==> config.mk <==
export PLATFORM = sky130hd
export DESIGN_NAME = support_logic
export DESIGN_NICKNAME = d
export VERILOG_FILES = /design/src/design/support_pkg.sv /design/src/design/support_logic.sv /design/src/design/core_event_tracker.sv /design/src/design/req_attribute_fifo.sv /design/src/design/obi_phase_monitor.sv
export VERILOG_INCLUDE_DIRS = /design/src /design/src/design
export SDC_FILE = /design/constraint.sdc
export NUM_CORES = 1
export LEC_CHECK = 0
export ABC_AREA = 0
export BUFFER_PORTS_ARGS = -buffer_cell sky130_fd_sc_hd__buf_4
export CORE_MARGIN = 1.5
export CORE_UTILIZATION = 50
export CTS_CLUSTER_DIAMETER = 200
export DETAILED_ROUTE_END_ITERATION = 16
export PLACE_DENSITY = 0.71
export REMOVE_ABC_BUFFERS = 1
export SKIP_CTS_REPAIR_TIMING = 1
export SYNTH_ARGS = -nofsm -noshare
export SYNTH_HDL_FRONTEND = slang
export SYNTH_HIERARCHICAL = 1
export SYNTH_SLANG_ARGS = --single-unit
==> constraint.sdc <==
create_clock -name in_support_if -period 1.8 [get_ports in_support_if]
set_clock_uncertainty 0.05 [all_clocks]
set_input_delay 0.27 -clock in_support_if [delete_from_list [all_inputs] [get_ports in_support_if]]
set_output_delay 0.27 -clock in_support_if [all_outputs]
set_load 0.05 [all_outputs]
==> src/design/support_consts.svh <==
`ifndef SUPPORT_CONSTS_SVH
`define SUPPORT_CONSTS_SVH

// ----------------------------------------
// observation subsystem sizing
// ----------------------------------------

// width of the per-bus outstanding transaction counter
`define SL_CNT_W 3

// attribute queue depth, must cover the max outstanding count on a bus
`define SL_FIFO_DEPTH 4

// retirements a debug request stays recorded when seen without one
`define SL_DBG_HOLD 2

`endif
==> src/design/support_pkg.sv <==
`include "support_consts.svh"

package support_pkg;

  // one observed OBI bus
  typedef struct packed {
    logic req;
    logic gnt;
    logic gntpar;
    logic rvalid;
  } obi_bus_t;

  // phase monitor flags for one bus
  typedef struct packed {
    logic                 addr_ph_cont;
    logic                 resp_ph_cont;
    logic [`SL_CNT_W-1:0] outstanding;
    logic                 gntpar_err;
  } bus_phase_t;

  // retirement report from the core
  typedef struct packed {
    logic valid;
    logic dbg_mode;
    logic is_dret;
    logic trap;
  } retire_t;

  // core side levels and pulses
  // trap_taken pulses one cycle when pc jumps to an exception or bus-error vector
  typedef struct packed {
    logic fetch_enable;
    logic debug_req;
    logic trap_taken;
    logic req_is_store;
  } core_ctrl_t;

  // event tracker flags
  typedef struct packed {
    logic first_fetch;
    logic first_debug_ins;
    logic recorded_dbg_req;
    logic req_after_exception;
  } core_event_t;

  // request attributes returned with each response
  typedef struct packed {
    logic req_was_store;
    logic instr_req_had_integrity;
    logic data_req_had_integrity;
    logic gntpar_error_in_response_instr;
    logic gntpar_error_in_response_data;
  } resp_attr_t;

endpackage

==> src/design/support_logic.sv <==
`timescale 1ns/1ps

module support_logic (
  input  logic                     in_support_if,
  input  logic                     rst_n_i,
  input  support_pkg::obi_bus_t    instr_bus_i,
  input  support_pkg::obi_bus_t    data_bus_i,
  input  logic                     instr_integrity_i,
  input  logic                     data_integrity_i,
  input  support_pkg::core_ctrl_t  core_ctrl_i,
  input  support_pkg::retire_t     retire_i,
  output support_pkg::bus_phase_t  instr_phase_o,
  output support_pkg::bus_phase_t  data_phase_o,
  output support_pkg::resp_attr_t  attr_o,
  output support_pkg::core_event_t event_o
);

  // ----------------------------------------
  // bus phase monitors
  // ----------------------------------------
  obi_phase_monitor instr_phase_mon (
    .in_support_if (in_support_if),
    .rst_n_i       (rst_n_i),
    .bus_i         (instr_bus_i),
    .phase_o       (instr_phase_o)
  );

  obi_phase_monitor data_phase_mon (
    .in_support_if (in_support_if),
    .rst_n_i       (rst_n_i),
    .bus_i         (data_bus_i),
    .phase_o       (data_phase_o)
  );

  // ----------------------------------------
  // request attribute queues
  // ----------------------------------------
  // store flag on the data bus
  req_attribute_fifo req_was_store_fifo (
    .in_support_if (in_support_if),
    .rst_n_i       (rst_n_i),
    .req_i         (data_bus_i.req),
    .gnt_i         (data_bus_i.gnt),
    .rvalid_i      (data_bus_i.rvalid),
    .attr_i        (core_ctrl_i.req_is_store),
    .attr_o        (attr_o.req_was_store)
  );

  // integrity on the instruction bus
  req_attribute_fifo instr_integrity_fifo (
    .in_support_if (in_support_if),
    .rst_n_i       (rst_n_i),
    .req_i         (instr_bus_i.req),
    .gnt_i         (instr_bus_i.gnt),
    .rvalid_i      (instr_bus_i.rvalid),
    .attr_i        (instr_integrity_i),
    .attr_o        (attr_o.instr_req_had_integrity)
  );

  // integrity on the data bus
  req_attribute_fifo data_integrity_fifo (
    .in_support_if (in_support_if),
    .rst_n_i       (rst_n_i),
    .req_i         (data_bus_i.req),
    .gnt_i         (data_bus_i.gnt),
    .rvalid_i      (data_bus_i.rvalid),
    .attr_i        (data_integrity_i),
    .attr_o        (attr_o.data_req_had_integrity)
  );

  // grant parity errors follow their request to the response
  req_attribute_fifo instr_gntpar_fifo (
    .in_support_if (in_support_if),
    .rst_n_i       (rst_n_i),
    .req_i         (instr_bus_i.req),
    .gnt_i         (instr_bus_i.gnt),
    .rvalid_i      (instr_bus_i.rvalid),
    .attr_i        (instr_phase_o.gntpar_err),
    .attr_o        (attr_o.gntpar_error_in_response_instr)
  );

  req_attribute_fifo data_gntpar_fifo (
    .in_support_if (in_support_if),
    .rst_n_i       (rst_n_i),
    .req_i         (data_bus_i.req),
    .gnt_i         (data_bus_i.gnt),
    .rvalid_i      (data_bus_i.rvalid),
    .attr_i        (data_phase_o.gntpar_err),
    .attr_o        (attr_o.gntpar_error_in_response_data)
  );

  // core events
  core_event_tracker core_events (
    .in_support_if (in_support_if),
    .rst_n_i       (rst_n_i),
    .retire_i      (retire_i),
    .ctrl_i        (core_ctrl_i),
    .data_bus_i    (data_bus_i),
    .event_o       (event_o)
  );

endmodule

==> src/design/core_event_tracker.sv <==
`timescale 1ns/1ps
`include "support_consts.svh"

module core_event_tracker (
  input  logic                     in_support_if,
  input  logic                     rst_n_i,
  input  support_pkg::retire_t     retire_i,
  input  support_pkg::core_ctrl_t  ctrl_i,
  input  support_pkg::obi_bus_t    data_bus_i,
  output support_pkg::core_event_t event_o
);

  localparam int HOLD_W = $clog2(`SL_DBG_HOLD + 1);

  // fetch_enable has been seen since reset
  logic              seen_enable_q;
  // last retirement was in debug mode
  logic              in_debug_q;
  // a dret retired last cycle
  logic              dret_seen_q;
  logic [HOLD_W-1:0] hold_cnt_q;
  logic              recorded_dbg_req_q;
  // trap taken and no clean retirement since
  logic              exception_active_q;
  // data bus grant in the previous cycle
  logic              data_gnt_q;
  logic              req_after_exception_q;
  logic              new_data_req;

  assign new_data_req = data_bus_i.req && data_gnt_q;

  assign event_o.first_fetch         = ctrl_i.fetch_enable && !seen_enable_q;
  assign event_o.first_debug_ins     = retire_i.valid && retire_i.dbg_mode && !in_debug_q;
  assign event_o.recorded_dbg_req    = recorded_dbg_req_q;
  assign event_o.req_after_exception = req_after_exception_q;

  // ----------------------------------------
  // fetch enable and debug entry
  // ----------------------------------------
  always_ff @(posedge in_support_if or negedge rst_n_i) begin
    if (!rst_n_i) begin
      seen_enable_q <= 1'b0;
      in_debug_q    <= 1'b0;
      dret_seen_q   <= 1'b0;
    end else begin
      if (ctrl_i.fetch_enable) begin
        seen_enable_q <= 1'b1;
      end
      if (retire_i.valid) begin
        in_debug_q <= retire_i.dbg_mode;
      end
      // leaving debug one cycle after a clean dret retires
      if (dret_seen_q) begin
        in_debug_q <= 1'b0;
      end
      dret_seen_q <= retire_i.valid && retire_i.is_dret && !retire_i.trap;
    end
  end

  // ----------------------------------------
  // debug request recording
  // ----------------------------------------
  always_ff @(posedge in_support_if or negedge rst_n_i) begin
    if (!rst_n_i) begin
      recorded_dbg_req_q <= 1'b0;
      hold_cnt_q         <= '0;
    end else if (retire_i.valid) begin
      if (ctrl_i.debug_req) begin
        recorded_dbg_req_q <= 1'b1;
        hold_cnt_q         <= HOLD_W'(1);
      end else if (hold_cnt_q != '0) begin
        hold_cnt_q <= hold_cnt_q - 1'b1;
      end else begin
        recorded_dbg_req_q <= 1'b0;
      end
    end else if (ctrl_i.debug_req) begin
      // no retirement yet so hold for the full window
      recorded_dbg_req_q <= 1'b1;
      hold_cnt_q         <= HOLD_W'(`SL_DBG_HOLD);
    end
  end

  // ----------------------------------------
  // data request after trap
  // ----------------------------------------
  always_ff @(posedge in_support_if or negedge rst_n_i) begin
    if (!rst_n_i) begin
      exception_active_q    <= 1'b0;
      data_gnt_q            <= 1'b0;
      req_after_exception_q <= 1'b0;
    end else begin
      data_gnt_q <= data_bus_i.req && data_bus_i.gnt;
      if (ctrl_i.trap_taken) begin
        exception_active_q <= 1'b1;
        if (new_data_req) begin
          req_after_exception_q <= 1'b1;
        end
      end else if (retire_i.valid) begin
        exception_active_q    <= 1'b0;
        req_after_exception_q <= 1'b0;
      end else if (exception_active_q && new_data_req) begin
        req_after_exception_q <= 1'b1;
      end
    end
  end

  // debug entry marks the core as in debug from the next cycle on
  a_first_debug_in_dbg: assert property (@(posedge in_support_if) disable iff (!rst_n_i)
    event_o.first_debug_ins |-> retire_i.dbg_mode ##1 in_debug_q)
    else $error("core_event_tracker: first_debug_ins outside debug mode");

endmodule

==> src/design/req_attribute_fifo.sv <==
`timescale 1ns/1ps
`include "support_consts.svh"

module req_attribute_fifo #(
  parameter int DEPTH = `SL_FIFO_DEPTH
) (
  input  logic in_support_if,
  input  logic rst_n_i,
  input  logic req_i,
  input  logic gnt_i,
  input  logic rvalid_i,
  input  logic attr_i,
  output logic attr_o
);

  localparam int PTR_W = $clog2(DEPTH);
  localparam int CNT_W = $clog2(DEPTH + 1);

  // one attribute bit per granted request
  logic [DEPTH-1:0] mem_q;
  logic [PTR_W-1:0] wr_ptr_q;
  logic [PTR_W-1:0] rd_ptr_q;
  logic [CNT_W-1:0] fill_q;
  logic             push;
  logic             pop;

  assign push = req_i && gnt_i;
  assign pop  = rvalid_i;

  // oldest entry shows only alongside its response
  assign attr_o = pop && mem_q[rd_ptr_q];

  // storage
  always_ff @(posedge in_support_if) begin
    if (push) begin
      mem_q[wr_ptr_q] <= attr_i;
    end
  end

  // ----------------------------------------
  // pointers and fill level
  // ----------------------------------------
  always_ff @(posedge in_support_if or negedge rst_n_i) begin
    if (!rst_n_i) begin
      wr_ptr_q <= '0;
      rd_ptr_q <= '0;
      fill_q   <= '0;
    end else begin
      // pointers wrap at DEPTH, any depth works
      if (push) begin
        wr_ptr_q <= (wr_ptr_q == PTR_W'(DEPTH - 1)) ? '0 : wr_ptr_q + 1'b1;
      end
      if (pop) begin
        rd_ptr_q <= (rd_ptr_q == PTR_W'(DEPTH - 1)) ? '0 : rd_ptr_q + 1'b1;
      end
      if (push && !pop) begin
        fill_q <= fill_q + 1'b1;
      end else if (!push && pop) begin
        fill_q <= fill_q - 1'b1;
      end
    end
  end

  // the bus never has more outstanding requests than entries
  a_no_push_full: assert property (@(posedge in_support_if) disable iff (!rst_n_i)
    push && !pop |-> fill_q != CNT_W'(DEPTH))
    else $error("req_attribute_fifo: grant while queue full");

  // response only for a request granted in an earlier cycle
  a_no_pop_empty: assert property (@(posedge in_support_if) disable iff (!rst_n_i)
    pop |-> fill_q != '0)
    else $error("req_attribute_fifo: rvalid while queue empty");

endmodule

==> src/design/obi_phase_monitor.sv <==
`timescale 1ns/1ps
`include "support_consts.svh"

module obi_phase_monitor (
  input  logic                    in_support_if,
  input  logic                    rst_n_i,
  input  support_pkg::obi_bus_t   bus_i,
  output support_pkg::bus_phase_t phase_o
);

  logic                 addr_ph_cont_q;
  logic                 resp_ph_cont_q;
  logic [`SL_CNT_W-1:0] outstanding_q;
  // parity error seen earlier in the same ungranted request
  logic                 gntpar_err_q;
  logic                 granted;
  logic                 gntpar_err;

  // address phase handshake
  assign granted = bus_i.req && bus_i.gnt;

  // gntpar must be the inverse of gnt while req is up
  assign gntpar_err = bus_i.req && ((bus_i.gnt == bus_i.gntpar) || gntpar_err_q);

  // ----------------------------------------
  // phase tracking
  // ----------------------------------------
  always_ff @(posedge in_support_if or negedge rst_n_i) begin
    if (!rst_n_i) begin
      addr_ph_cont_q <= 1'b0;
      resp_ph_cont_q <= 1'b0;
      outstanding_q  <= '0;
      gntpar_err_q   <= 1'b0;
    end else begin
      // request waiting for grant, address phase carries on
      addr_ph_cont_q <= bus_i.req && !bus_i.gnt;
      // something outstanding and no response yet
      resp_ph_cont_q <= (outstanding_q != '0) && !bus_i.rvalid;
      // grant and response in the same cycle cancel out
      if (granted && !bus_i.rvalid) begin
        outstanding_q <= outstanding_q + 1'b1;
      end else if (!granted && bus_i.rvalid) begin
        outstanding_q <= outstanding_q - 1'b1;
      end
      // keep the error only while the request is still pending
      gntpar_err_q <= bus_i.req && !bus_i.gnt && gntpar_err;
    end
  end

  assign phase_o.addr_ph_cont = addr_ph_cont_q;
  assign phase_o.resp_ph_cont = resp_ph_cont_q;
  assign phase_o.outstanding  = outstanding_q;
  assign phase_o.gntpar_err   = gntpar_err;

  // ----------------------------------------
  // bus protocol assumptions
  // ----------------------------------------
  // every response belongs to an earlier grant
  a_rvalid_has_outstanding: assert property (@(posedge in_support_if) disable iff (!rst_n_i)
    bus_i.rvalid |-> outstanding_q != '0)
    else $error("obi_phase_monitor: rvalid with nothing outstanding");

  // a pure grant must leave a nonzero count, i.e. no wrap
  a_outstanding_no_wrap: assert property (@(posedge in_support_if) disable iff (!rst_n_i)
    granted && !bus_i.rvalid |=> outstanding_q != '0)
    else $error("obi_phase_monitor: outstanding counter wrapped");

endmodule

==> impl_metrics.tcl, run 1 <==
set metrics [dict create \
    status "finished with violations" \
    violations "negative setup slack" \
    final.fill_count 473 \
    routed_wl_mm 4.81 \
    synthFlopType "sky130_fd_sc_hd__dfrtp_1" \
    drt_iter0_drc 54 \
    power_report.internal_total_mw 3.51 \
    drt-wirelength-per-cell_um 13.1 \
    postLayoutSetupSlackWorst_ns -0.0806 \
    firstDrtPassIters 4 \
    crit_start "data_gntpar_fifo/rd_ptr_q[0]" \
    cts_sinks 61 \
    cts-root-to-sink-buffers 2 \
    insertion_delay_ns 0.32 \
    die_h_um 80.8 \
    power.total_mw 5.42 \
    largest_incremental_delay_on_the_critical_path_ns 0.53 \
    p_per_area_nw_per_um2 1470 \
    gp_congestion 0.715 \
    cp.buffers_inverters 1 \
    pin_count 41 \
    timing_max_transition_violations_final 0 \
    p_seq_share_pct 40.5 \
    layout.nets 336 \
    die_w_um 80.8 \
    syn_inst 230 \
    worst_hold_slack_ns 0.0419 \
    grt-ovfl-total 0 \
    grt_start_max_net_pins 42 \
    synth-seq-area-share_pct 53.8 \
    mappedNetlistArea_um2 3030 \
    ant_diodes 0 \
    synth_warnings 6 \
    drc_violations_left 0 \
    initial_utilization_pct 51.4 \
    stdcell_area_um2 3700 \
    synth.most_common_cell "sky130_fd_sc_hd__dfrtp_1" \
    power.share.combinational_pct 38.2 \
    grt_setup_unrepaired "yes" \
    crit_chain "mux4_2 -> and2_4 -> buf_6" \
    design.die.area_um2 6530 \
    path_clk_slew_ns 0.06 \
    cts-buffers-inserted 9 \
    buffer_ports.inserted 40 \
    required_ns 1.48 \
    switching_power_mw 1.91 \
    critical_path.max_fanout 4 \
    synth_async_sr_flop_share_pct 67.2 \
    cts-root-buf "sky130_fd_sc_hd__clkbuf_8" \
    relative_slew_margins_pct 65.0 \
    rows 28 \
    startpoint_type "flip-flop" \
    power.ir.vdd_worst_mv 0.749 \
    finalWorstPathRequiredPeriod_ns 1.88 \
    cell_with_the_largest_stage_delay_on_the_worst_path "sky130_fd_sc_hd__mux4_2" \
    min_path_type "in2reg" \
    endpoints_failing_hold 0 \
    global_route_wire_length_before_repair_mm 7.81 \
    power_switching_share_pct 35.2 \
    grt_usage_pct 16.1 \
    layout_worst_path_cycle_share_pct 104 \
    worstPathArrival_ns 1.56 \
    avgSynthCellArea_um2 13.2 \
    fp.coreArea_um2 5890 \
    dp_hpwl_mm 3.38 \
    placed_area_um2 3410 \
    worstSetupEndpointType "output pin" \
    cap_viol_max_count 0 \
    yosys.area.top_type "sky130_fd_sc_hd__dfrtp_1" \
    hold_path_startpoint "retire_i[0]" \
    ant_nets 0 \
    synthDominantCellAreaShare_pct 33.9 \
    power_frac_clock_pct 21.3 \
    clock_tree.htree_level_count 3 \
    worst-setup-path-type "reg2out" \
    clock.fmax_mhz 532 \
    synth_edf_count 20 \
    antenna_found_initial 0 \
    report.final.setup_viol 5 \
    tightest_slew_ns 0.525 \
    total_of_flip_flops_plus_latches_after_synthesis 61 \
    synth.top_cells.by_count "sky130_fd_sc_hd__dfrtp_1 (41), sky130_fd_sc_hd__ha_1 (28), sky130_fd_sc_hd__mux2_2 (22)" \
    synthTopCellsByArea "sky130_fd_sc_hd__dfrtp_1 (34%), sky130_fd_sc_hd__edfxtp_1 (20%), sky130_fd_sc_hd__ha_1 (12%), sky130_fd_sc_hd__mux2_2 (8.2%), sky130_fd_sc_hd__and3_1 (4.1%)" \
    yosys.cell_types.count 29 \
    power.leakage_nw 1.76 \
    fraction_of_layout_instances_using_a_drive_strength_above_1_pct 35.4 \
    viasPerCell 4.87 \
    detailroute.via_count 1783 \
    number_of_global_route_vias_before_repair 1755 \
    tritoncts "built" \
    ff_to_ff_start "data_phase_mon/outstanding_q[0]" \
    area_growth_pct 22.2 \
    kind_of_cell_adding_the_most_delay_to_the_critical_path "multiplexers" \
]
## registers in the layout, indices dropped and copies added, names as in the netlist, 3 cells and up
name and cells:
data_integrity_fifo/mem_q 4, req_was_store_fifo/mem_q 4, instr_gntpar_fifo/mem_q 4, instr_integrity_fifo/mem_q 4
instr_phase_mon/outstanding_q 3, data_phase_mon/outstanding_q 3, data_gntpar_fifo/mem_q 4
## metrics by stage
step,worst slack (ns),setup TNS (ns),util [%],cells
floorplan,-0.412,-3.76,-,222
CTS,-0.163,-0.690,61.2,360
finish,-0.0806,-0.221,62.8,366
detailed placement,0.122,0,58.0,344
global placement,0.166,0,58.0,344
global route,-0.160,-0.532,62.8,366
## cells by family after synthesis
logic type	synth area share, %
simple gates	11.0
flops	53.8
fa+ha+maj	12.9
buf+inv	4.47
mux	11.9
compound gates	3.60
xor+xnor	2.32
## layout make-up
class                           count  area [um^2]  share of cell area (%)
Multi-Input combinational cell    141         1280                    34.5
Sequential cell                    61         1630                    44.0
Clock buffer                       11          141                    3.82
Clock inverter                      5         50.0                    1.35
Inverter                           20         75.1                    2.03
Tap cell                           75         93.8                    2.54
Timing Repair Buffer               53          434                    11.7
## path summary, 6_finish.rpt
check                                                  end  slack [ns]  cells after the start
min reg2reg                         core_events/in_debug_q        0.36                      1
min in group asynchronous  data_phase_mon/outstanding_q[1]        0.42                      2
max                                              attr_o[0]       -0.08                      3
max reg2reg                data_phase_mon/outstanding_q[2]        0.35                      4
min                                core_events/dret_seen_q        0.04                      2
max in group asynchronous     instr_phase_mon/gntpar_err_q        0.91                      2
## metal layers
metal / track usage [%] / routed length, um / vias to the layer above
li1: - / - / 895
met1: 20.0 / 2190 / 851
met2: 26.7 / 2390 / 30
met3: 3.82 / 166 / 7
met4: 7.24 / 63 / 0
met5: 0 / 0 / -
## power by group through the flow
stage	sequential [mW]	clock, mW	combinational (mW)
after floorplan	2.46	0	1.11
after global placement	2.22	0	1.82
after detailed placement	2.24	0	1.89
after CTS	2.22	1.19	1.89
after global routing	2.26	1.25	2.33
final	2.19	1.16	2.07
## cells in the final DEF (no fill, tap or decap)
cell type / count
sky130_fd_sc_hd__buf_4: 47
sky130_fd_sc_hd__dfrtp_1: 41
sky130_fd_sc_hd__ha_1: 28
sky130_fd_sc_hd__mux2_2: 22
sky130_fd_sc_hd__inv_1: 20
sky130_fd_sc_hd__and3_1: 20
sky130_fd_sc_hd__edfxtp_1: 20
sky130_fd_sc_hd__nor2_1: 16
sky130_fd_sc_hd__clkbuf_8: 10
sky130_fd_sc_hd__nand2_1: 8
sky130_fd_sc_hd__xor2_1: 6
sky130_fd_sc_hd__mux4_2: 5
sky130_fd_sc_hd__and2_4: 5
sky130_fd_sc_hd__a21boi_0: 4
sky130_fd_sc_hd__buf_8: 4
sky130_fd_sc_hd__and2_1: 3
sky130_fd_sc_hd__a21oi_1: 3
sky130_fd_sc_hd__clkinv_1: 2
sky130_fd_sc_hd__nor2b_1: 2
sky130_fd_sc_hd__o21bai_1: 2
sky130_fd_sc_hd__nor3_1: 2
sky130_fd_sc_hd__nor2b_2: 2
sky130_fd_sc_hd__xnor2_1: 2
sky130_fd_sc_hd__fa_1: 2
sky130_fd_sc_hd__clkinvlp_4: 1
sky130_fd_sc_hd__clkinv_2: 1
sky130_fd_sc_hd__bufinv_16: 1
sky130_fd_sc_hd__clkbuf_1: 1
sky130_fd_sc_hd__nand2b_2: 1
sky130_fd_sc_hd__o21bai_2: 1
sky130_fd_sc_hd__nand3b_1: 1
sky130_fd_sc_hd__o311ai_2: 1
sky130_fd_sc_hd__a21o_1: 1
sky130_fd_sc_hd__o21ai_0: 1
sky130_fd_sc_hd__a22o_1: 1
sky130_fd_sc_hd__or2_2: 1
sky130_fd_sc_hd__nand2b_1: 1
sky130_fd_sc_hd__dlygate4sd3_1: 1
sky130_fd_sc_hd__buf_6: 1
(Power assumes the default switching activity.)
==> inputs of run 2 (changes only) <==
- GPL_TIMING_DRIVEN: default -> 0
- REMOVE_ABC_BUFFERS: 1 -> default
- clock period: 1.8 -> 2.3 ns (I/O delays scaled with it)
==> run 2 against run 1 <==
The run now ends clean. Final cell count decreased by 1.1%. Clock-buffer cell count rose by 4. Clock power decreased by 27%. Sequential power fell by 21%. Combinational power fell by 29%. Setup slack improved by 0.38 ns. Die area stayed put. Via count is 1.7% higher. Critical path depth stayed put. Non-clock buffer count shrank 4. Largest cell class unchanged. Highest routed layer unchanged.
==> impl_metrics.tcl, run 2 (synthesized netlist as in run 1, its figures left out) <==
set metrics [dict create \
    status "completed" \
    p_per_area_nw_per_um2 1120 \
    worst-setup-path-type "reg2out" \
    routed_wl_mm 4.39 \
    finalWorstPathRequiredPeriod_ns 2.00 \
    synth.net_count 280 \
    drt_iter0_drc 55 \
    fp.coreArea_um2 5890 \
    reg2reg_depth 4 \
    timing_max_transition_violations_final 0 \
    buffer_ports.inserted 40 \
    number_of_global_route_vias_before_repair 1825 \
    cts-root-buf "sky130_fd_sc_hd__clkbuf_8" \
    path_clk_slew_ns 0.06 \
    rr_endpoint "data_phase_mon/outstanding_q[2]" \
    report.final.setup_viol 0 \
    dp_hpwl_mm 3.09 \
    grt-ovfl-total 0 \
    clock_tree.htree_level_count 3 \
    firstDrtPassIters 4 \
    grt_usage_pct 16.5 \
    drt-wirelength-per-cell_um 12.1 \
    tritoncts "built" \
    drc_violations_left 0 \
    rows 28 \
    grt_setup_unrepaired "no" \
    required_ns 1.90 \
    design.die.area_um2 6530 \
    hold_path_startpoint "retire_i[0]" \
    final.fill_count 496 \
    cts-buffers-inserted 9 \
    r2r_slack_ns 0.86 \
    viasPerCell 5.01 \
    power.leakage_nw 1.72 \
    mostFrequentLayoutCell "sky130_fd_sc_hd__buf_4" \
    clock.fmax_mhz 501 \
    die_h_um 80.8 \
    min_path_type "in2reg" \
    layout.nets 332 \
    endpoints_failing_hold 0 \
    fraction_of_layout_instances_using_a_drive_strength_above_1_pct 32.8 \
    sequential_cell_area_um2 1630 \
    cap_viol_max_count 0 \
    grt_start_max_net_pins 42 \
    layout_common_cells "sky130_fd_sc_hd__buf_4 (48), sky130_fd_sc_hd__dfrtp_1 (41), sky130_fd_sc_hd__ha_1 (28)" \
    ff_to_ff_start "data_phase_mon/outstanding_q[0]" \
    pin_count 41 \
    relative_slew_margins_pct 65.4 \
    ant_nets 0 \
    global_route_wire_length_before_repair_mm 7.93 \
    fin_cells 362 \
    totalNegativeSetupSlack_ns 0 \
    startpoint_type "flip-flop" \
    power.ir.vdd_worst_mv 0.596 \
    worstSetupEndpointType "output pin" \
    cts-root-to-sink-buffers 2 \
    worstPathArrival_ns 1.60 \
    min_delay_path_depth 2 \
    cts_sinks 61 \
    place.detailed.instances 345 \
    antenna_found_initial 0 \
    layout_worst_path_cycle_share_pct 86.8 \
    gp_congestion 0.689 \
    detailroute.via_count 1813 \
    tightest_slew_ns 0.518 \
    hold_path_end "core_events/dret_seen_q" \
    critical_path.max_fanout 4 \
    area_growth_pct 19.4 \
    multiInputGateArea_um2 1260 \
    initial_utilization_pct 51.4 \
    insertion_delay_ns 0.32 \
    die_w_um 80.8 \
    ant_diodes 0 \
]
-- run 2: cell count changes in the layout (fill, tap and decap cells not counted), moves of 2 or more --
cell / before / now
sky130_fd_sc_hd__and2_1: 3 / 8
sky130_fd_sc_hd__clkinv_1: 2 / 0
sky130_fd_sc_hd__buf_8: 4 / 0
sky130_fd_sc_hd__and2_4: 5 / 0
sky130_fd_sc_hd__clkbuf_1: 1 / 3
sky130_fd_sc_hd__clkbuf_8: 10 / 12
-- run 2: worst max path at each step --
stage	slack, ns	end	start
finish	0.30	attr_o[1]	instr_gntpar_fifo/rd_ptr_q[0]
global route	0.21	attr_o[1]	instr_gntpar_fifo/rd_ptr_q[0]
CTS	0.28	attr_o[1]	instr_gntpar_fifo/rd_ptr_q[0]
detailed placement	0.43	data_phase_mon/outstanding_q[2]	data_bus_i[3]
global placement	0.48	data_phase_mon/outstanding_q[2]	data_bus_i[2]
floorplan	0.69	data_phase_mon/outstanding_q[2]	data_phase_mon/outstanding_q[0]
-- run 2: per-stage QoR --
stage	setup WS (ns)	hold slack, ns	cell area [um^2]	total power, mW	utilization [%]
finish	0.303	0.121	3610	4.04	61.4
global route	0.213	0.108	3610	4.39	61.4
CTS	0.277	-0.0437	3600	4.10	61.2
detailed placement	0.427	0.312	3420	3.23	58.1
global placement	0.483	0.317	3420	3.17	58.1
floorplan	0.687	-0.000591	3030	2.82	-
-- run 2: area by class of cell --
cell class	instances	share of cell area, %
Timing Repair Buffer	41	8.59
Sequential cell	61	45.0
Clock inverter	1	0.139
Clock buffer	15	4.89
Tap cell	75	2.60
Multi-Input combinational cell	141	35.0
Buffer	8	1.66
Inverter	20	2.08
-- run 2: metal layers --
metal | global-route usage [%] | routed length, um | vias up
li1 | - | - | 894
met1 | 19.7 | 1940 | 878
met2 | 27.1 | 2140 | 33
met3 | 4.27 | 212 | 8
met4 | 9.83 | 109 | 0
met5 | 0 | 0 | -
-- run 2: where the power goes --
part           total, mW  leakage, nW  switching (mW)  internal, mW
clock              0.852       0.0937           0.372         0.480
combinational       1.47        0.957           0.770         0.700
sequential          1.72        0.671           0.291          1.43
-- run 2: critical path, cell delays in order (launching register included) --
cell                      delay [ns]
sky130_fd_sc_hd__dfrtp_1        0.42
sky130_fd_sc_hd__mux4_2         0.51
sky130_fd_sc_hd__and2_1         0.17
sky130_fd_sc_hd__buf_4          0.18
==> inputs of run 3 (changes only) <==
- CORE_MARGIN: 1.5 -> 3
==> run 3 against run 2 <==
Sequential cell count did not move. Register-to-register slack is essentially flat. Final area is 0.59% higher. Power rose by 3.1%. Clock-buffer cell count decreased by 5. Largest power group unchanged. Via count decreased by 1.9%. Sequential power is essentially flat. Routed wire length shrank 0.32%. Core utilization grew 2.6 points. Critical path type unchanged. Global-route usage decreased by 2.4 points. Maximum frequency up 0.23%.
==> impl_metrics.tcl, run 3 (synthesized netlist as in run 1, its figures left out) <==
set metrics [dict create \
    power_frac_clock_pct 23.6 \
    status "completed" \
    power_switching_share_pct 34.5 \
    firstDrtPassIters 4 \
    cell_with_the_largest_stage_delay_on_the_worst_path "sky130_fd_sc_hd__mux4_2" \
    mostFrequentLayoutCell "sky130_fd_sc_hd__buf_4" \
    cp.buffers_inverters 1 \
    fp.coreArea_um2 5680 \
    grt_usage_pct 14.1 \
    totalNegativeSetupSlack_ns 0 \
    worstSetupEndpointType "output pin" \
    pin_count 41 \
    ant_nets 0 \
    cts_sinks 61 \
    startpoint_type "flip-flop" \
    critical_path.max_fanout 4 \
    insertion_delay_ns 0.33 \
    kind_of_cell_adding_the_most_delay_to_the_critical_path "multiplexers" \
    layout_common_cells "sky130_fd_sc_hd__buf_4 (48), sky130_fd_sc_hd__dfrtp_1 (41), sky130_fd_sc_hd__ha_1 (28)" \
    min_path_type "in2reg" \
    drt-wirelength-per-cell_um 12.2 \
    worst-setup-path-type "reg2out" \
    power.total_mw 4.17 \
    dp_hpwl_mm 3.09 \
    grt_start_max_net_pins 42 \
    cts-buffers-inserted 9 \
    cap_viol_max_count 0 \
    power_report.internal_total_mw 2.73 \
    cts-root-buf "sky130_fd_sc_hd__clkbuf_8" \
    die_w_um 83.8 \
    buffer_ports.inserted 40 \
    grt_setup_unrepaired "no" \
    clock_tree.htree_level_count 3 \
    drc_violations_left 0 \
    report.final.setup_viol 0 \
    power.share.combinational_pct 35.2 \
    largest_incremental_delay_on_the_critical_path_ns 0.51 \
    drt_iter0_drc 42 \
    fraction_of_layout_instances_using_a_drive_strength_above_1_pct 33.1 \
    clock.fmax_mhz 502 \
    path_clk_slew_ns 0.06 \
    number_of_global_route_vias_before_repair 1730 \
    ant_diodes 0 \
    power.ir.vdd_worst_mv 0.861 \
    postLayoutSetupSlackWorst_ns 0.308 \
    min_delay_path_depth 2 \
    cts-root-to-sink-buffers 2 \
    power.leakage_nw 1.74 \
    relative_slew_margins_pct 64.9 \
    area_growth_pct 20.1 \
    p_per_area_nw_per_um2 1150 \
    routed_wl_mm 4.38 \
    required_ns 1.90 \
    grt-ovfl-total 0 \
    tightest_slew_ns 0.527 \
    global_route_wire_length_before_repair_mm 7.80 \
    timing_max_transition_violations_final 0 \
    synth.net_count 280 \
    layout.nets 332 \
    layout_worst_path_cycle_share_pct 86.6 \
    antenna_found_initial 0 \
    rows 27 \
    initial_utilization_pct 53.3 \
    die_h_um 83.8 \
    gp_congestion 0.700 \
    crit_chain "mux4_2 -> and2_1 -> buf_4" \
    viasPerCell 4.96 \
    p_seq_share_pct 41.1 \
    reg2reg_depth 4 \
    post-place-ws_ns 0.451 \
    detailroute.via_count 1779 \
    finalWorstPathRequiredPeriod_ns 1.99 \
    tritoncts "built" \
    worstPathArrival_ns 1.60 \
    design.die.area_um2 7020 \
    critical_path_depth 3 \
    endpoints_failing_hold 0 \
    final.fill_count 464 \
    worst_hold_slack_ns 0.121 \
    switching_power_mw 1.44 \
]
run 3: cell count changes in the layout (fill, tap and decap cells not counted), sizes merged:
cell / change
clkbuf: -5
clkinv: +3
bufinv: +2
run 3: cell type report:
type / count / area (um^2) / area share, %
inverters: 20 / 75.1 / 2.07
repair buffers: 41 / 310 / 8.54
flip-flops and latches: 61 / 1630 / 44.8
clock buffers: 10 / 128 / 3.51
well taps: 72 / 90.1 / 2.48
clock inverters: 6 / 78.8 / 2.17
multi-input cells: 141 / 1260 / 34.8
plain buffers: 8 / 60.1 / 1.65
run 3: metal layers:
| layer | global-route usage, % | vias up | wire length, um |
|---|---|---|---|
| met4 | 8.33 | 0 | 76 |
| met3 | 4.24 | 6 | 220 |
| met5 | 0 | - | 0 |
| met1 | 17.5 | 847 | 2040 |
| li1 | - | 892 | - |
| met2 | 21.8 | 34 | 2050 |
run 3: through the flow:
| stage | utilization, % | instances | cell area (um^2) |
|---|---|---|---|
| 6_report | 64.0 | 359 | 3630 |
| 5_1_grt | 64.0 | 359 | 3630 |
| 4_1_cts | 63.8 | 358 | 3620 |
| 3_5_place_dp | 60.2 | 342 | 3420 |
| 3_3_place_gp | 60.2 | 342 | 3420 |
| 2_1_floorplan | - | 230 | 3030 |
run 3: final timing paths:
check | slack (ns) | endpoint | startpoint
worst max register to register | 0.86 | instr_phase_mon/outstanding_q[2] | instr_phase_mon/outstanding_q[0]
max in group asynchronous | 1.34 | data_gntpar_fifo/wr_ptr_q[0] | rst_n_i
worst min register to register | 0.34 | core_events/in_debug_q | core_events/dret_seen_q
min in group asynchronous | 0.49 | req_was_store_fifo/rd_ptr_q[0] | rst_n_i
worst max-delay path | 0.31 | attr_o[2] | data_integrity_fifo/rd_ptr_q[0]
worst min-delay path | 0.12 | core_events/dret_seen_q | retire_i[0]
run 3: worst reg2reg max path: stages, from the launching register on:
cell	delay (ns)
sky130_fd_sc_hd__dfrtp_1	0.44
sky130_fd_sc_hd__fa_1	0.45
sky130_fd_sc_hd__xor2_1	0.17
sky130_fd_sc_hd__nor2_1	0.11
sky130_fd_sc_hd__xor2_1	0.15
run 3: power groups by stage:
| stage | combinational (mW) | sequential (mW) | clock, mW |
|---|---|---|---|
| 2_1_floorplan | 0.944 | 1.87 | 0 |
| 3_3_place_gp | 1.44 | 1.73 | 0 |
| 3_5_place_dp | 1.49 | 1.75 | 0 |
| 4_1_cts | 1.50 | 1.73 | 1.02 |
| 5_1_grt | 1.65 | 1.78 | 1.07 |
| 6_report | 1.47 | 1.72 | 0.985 |
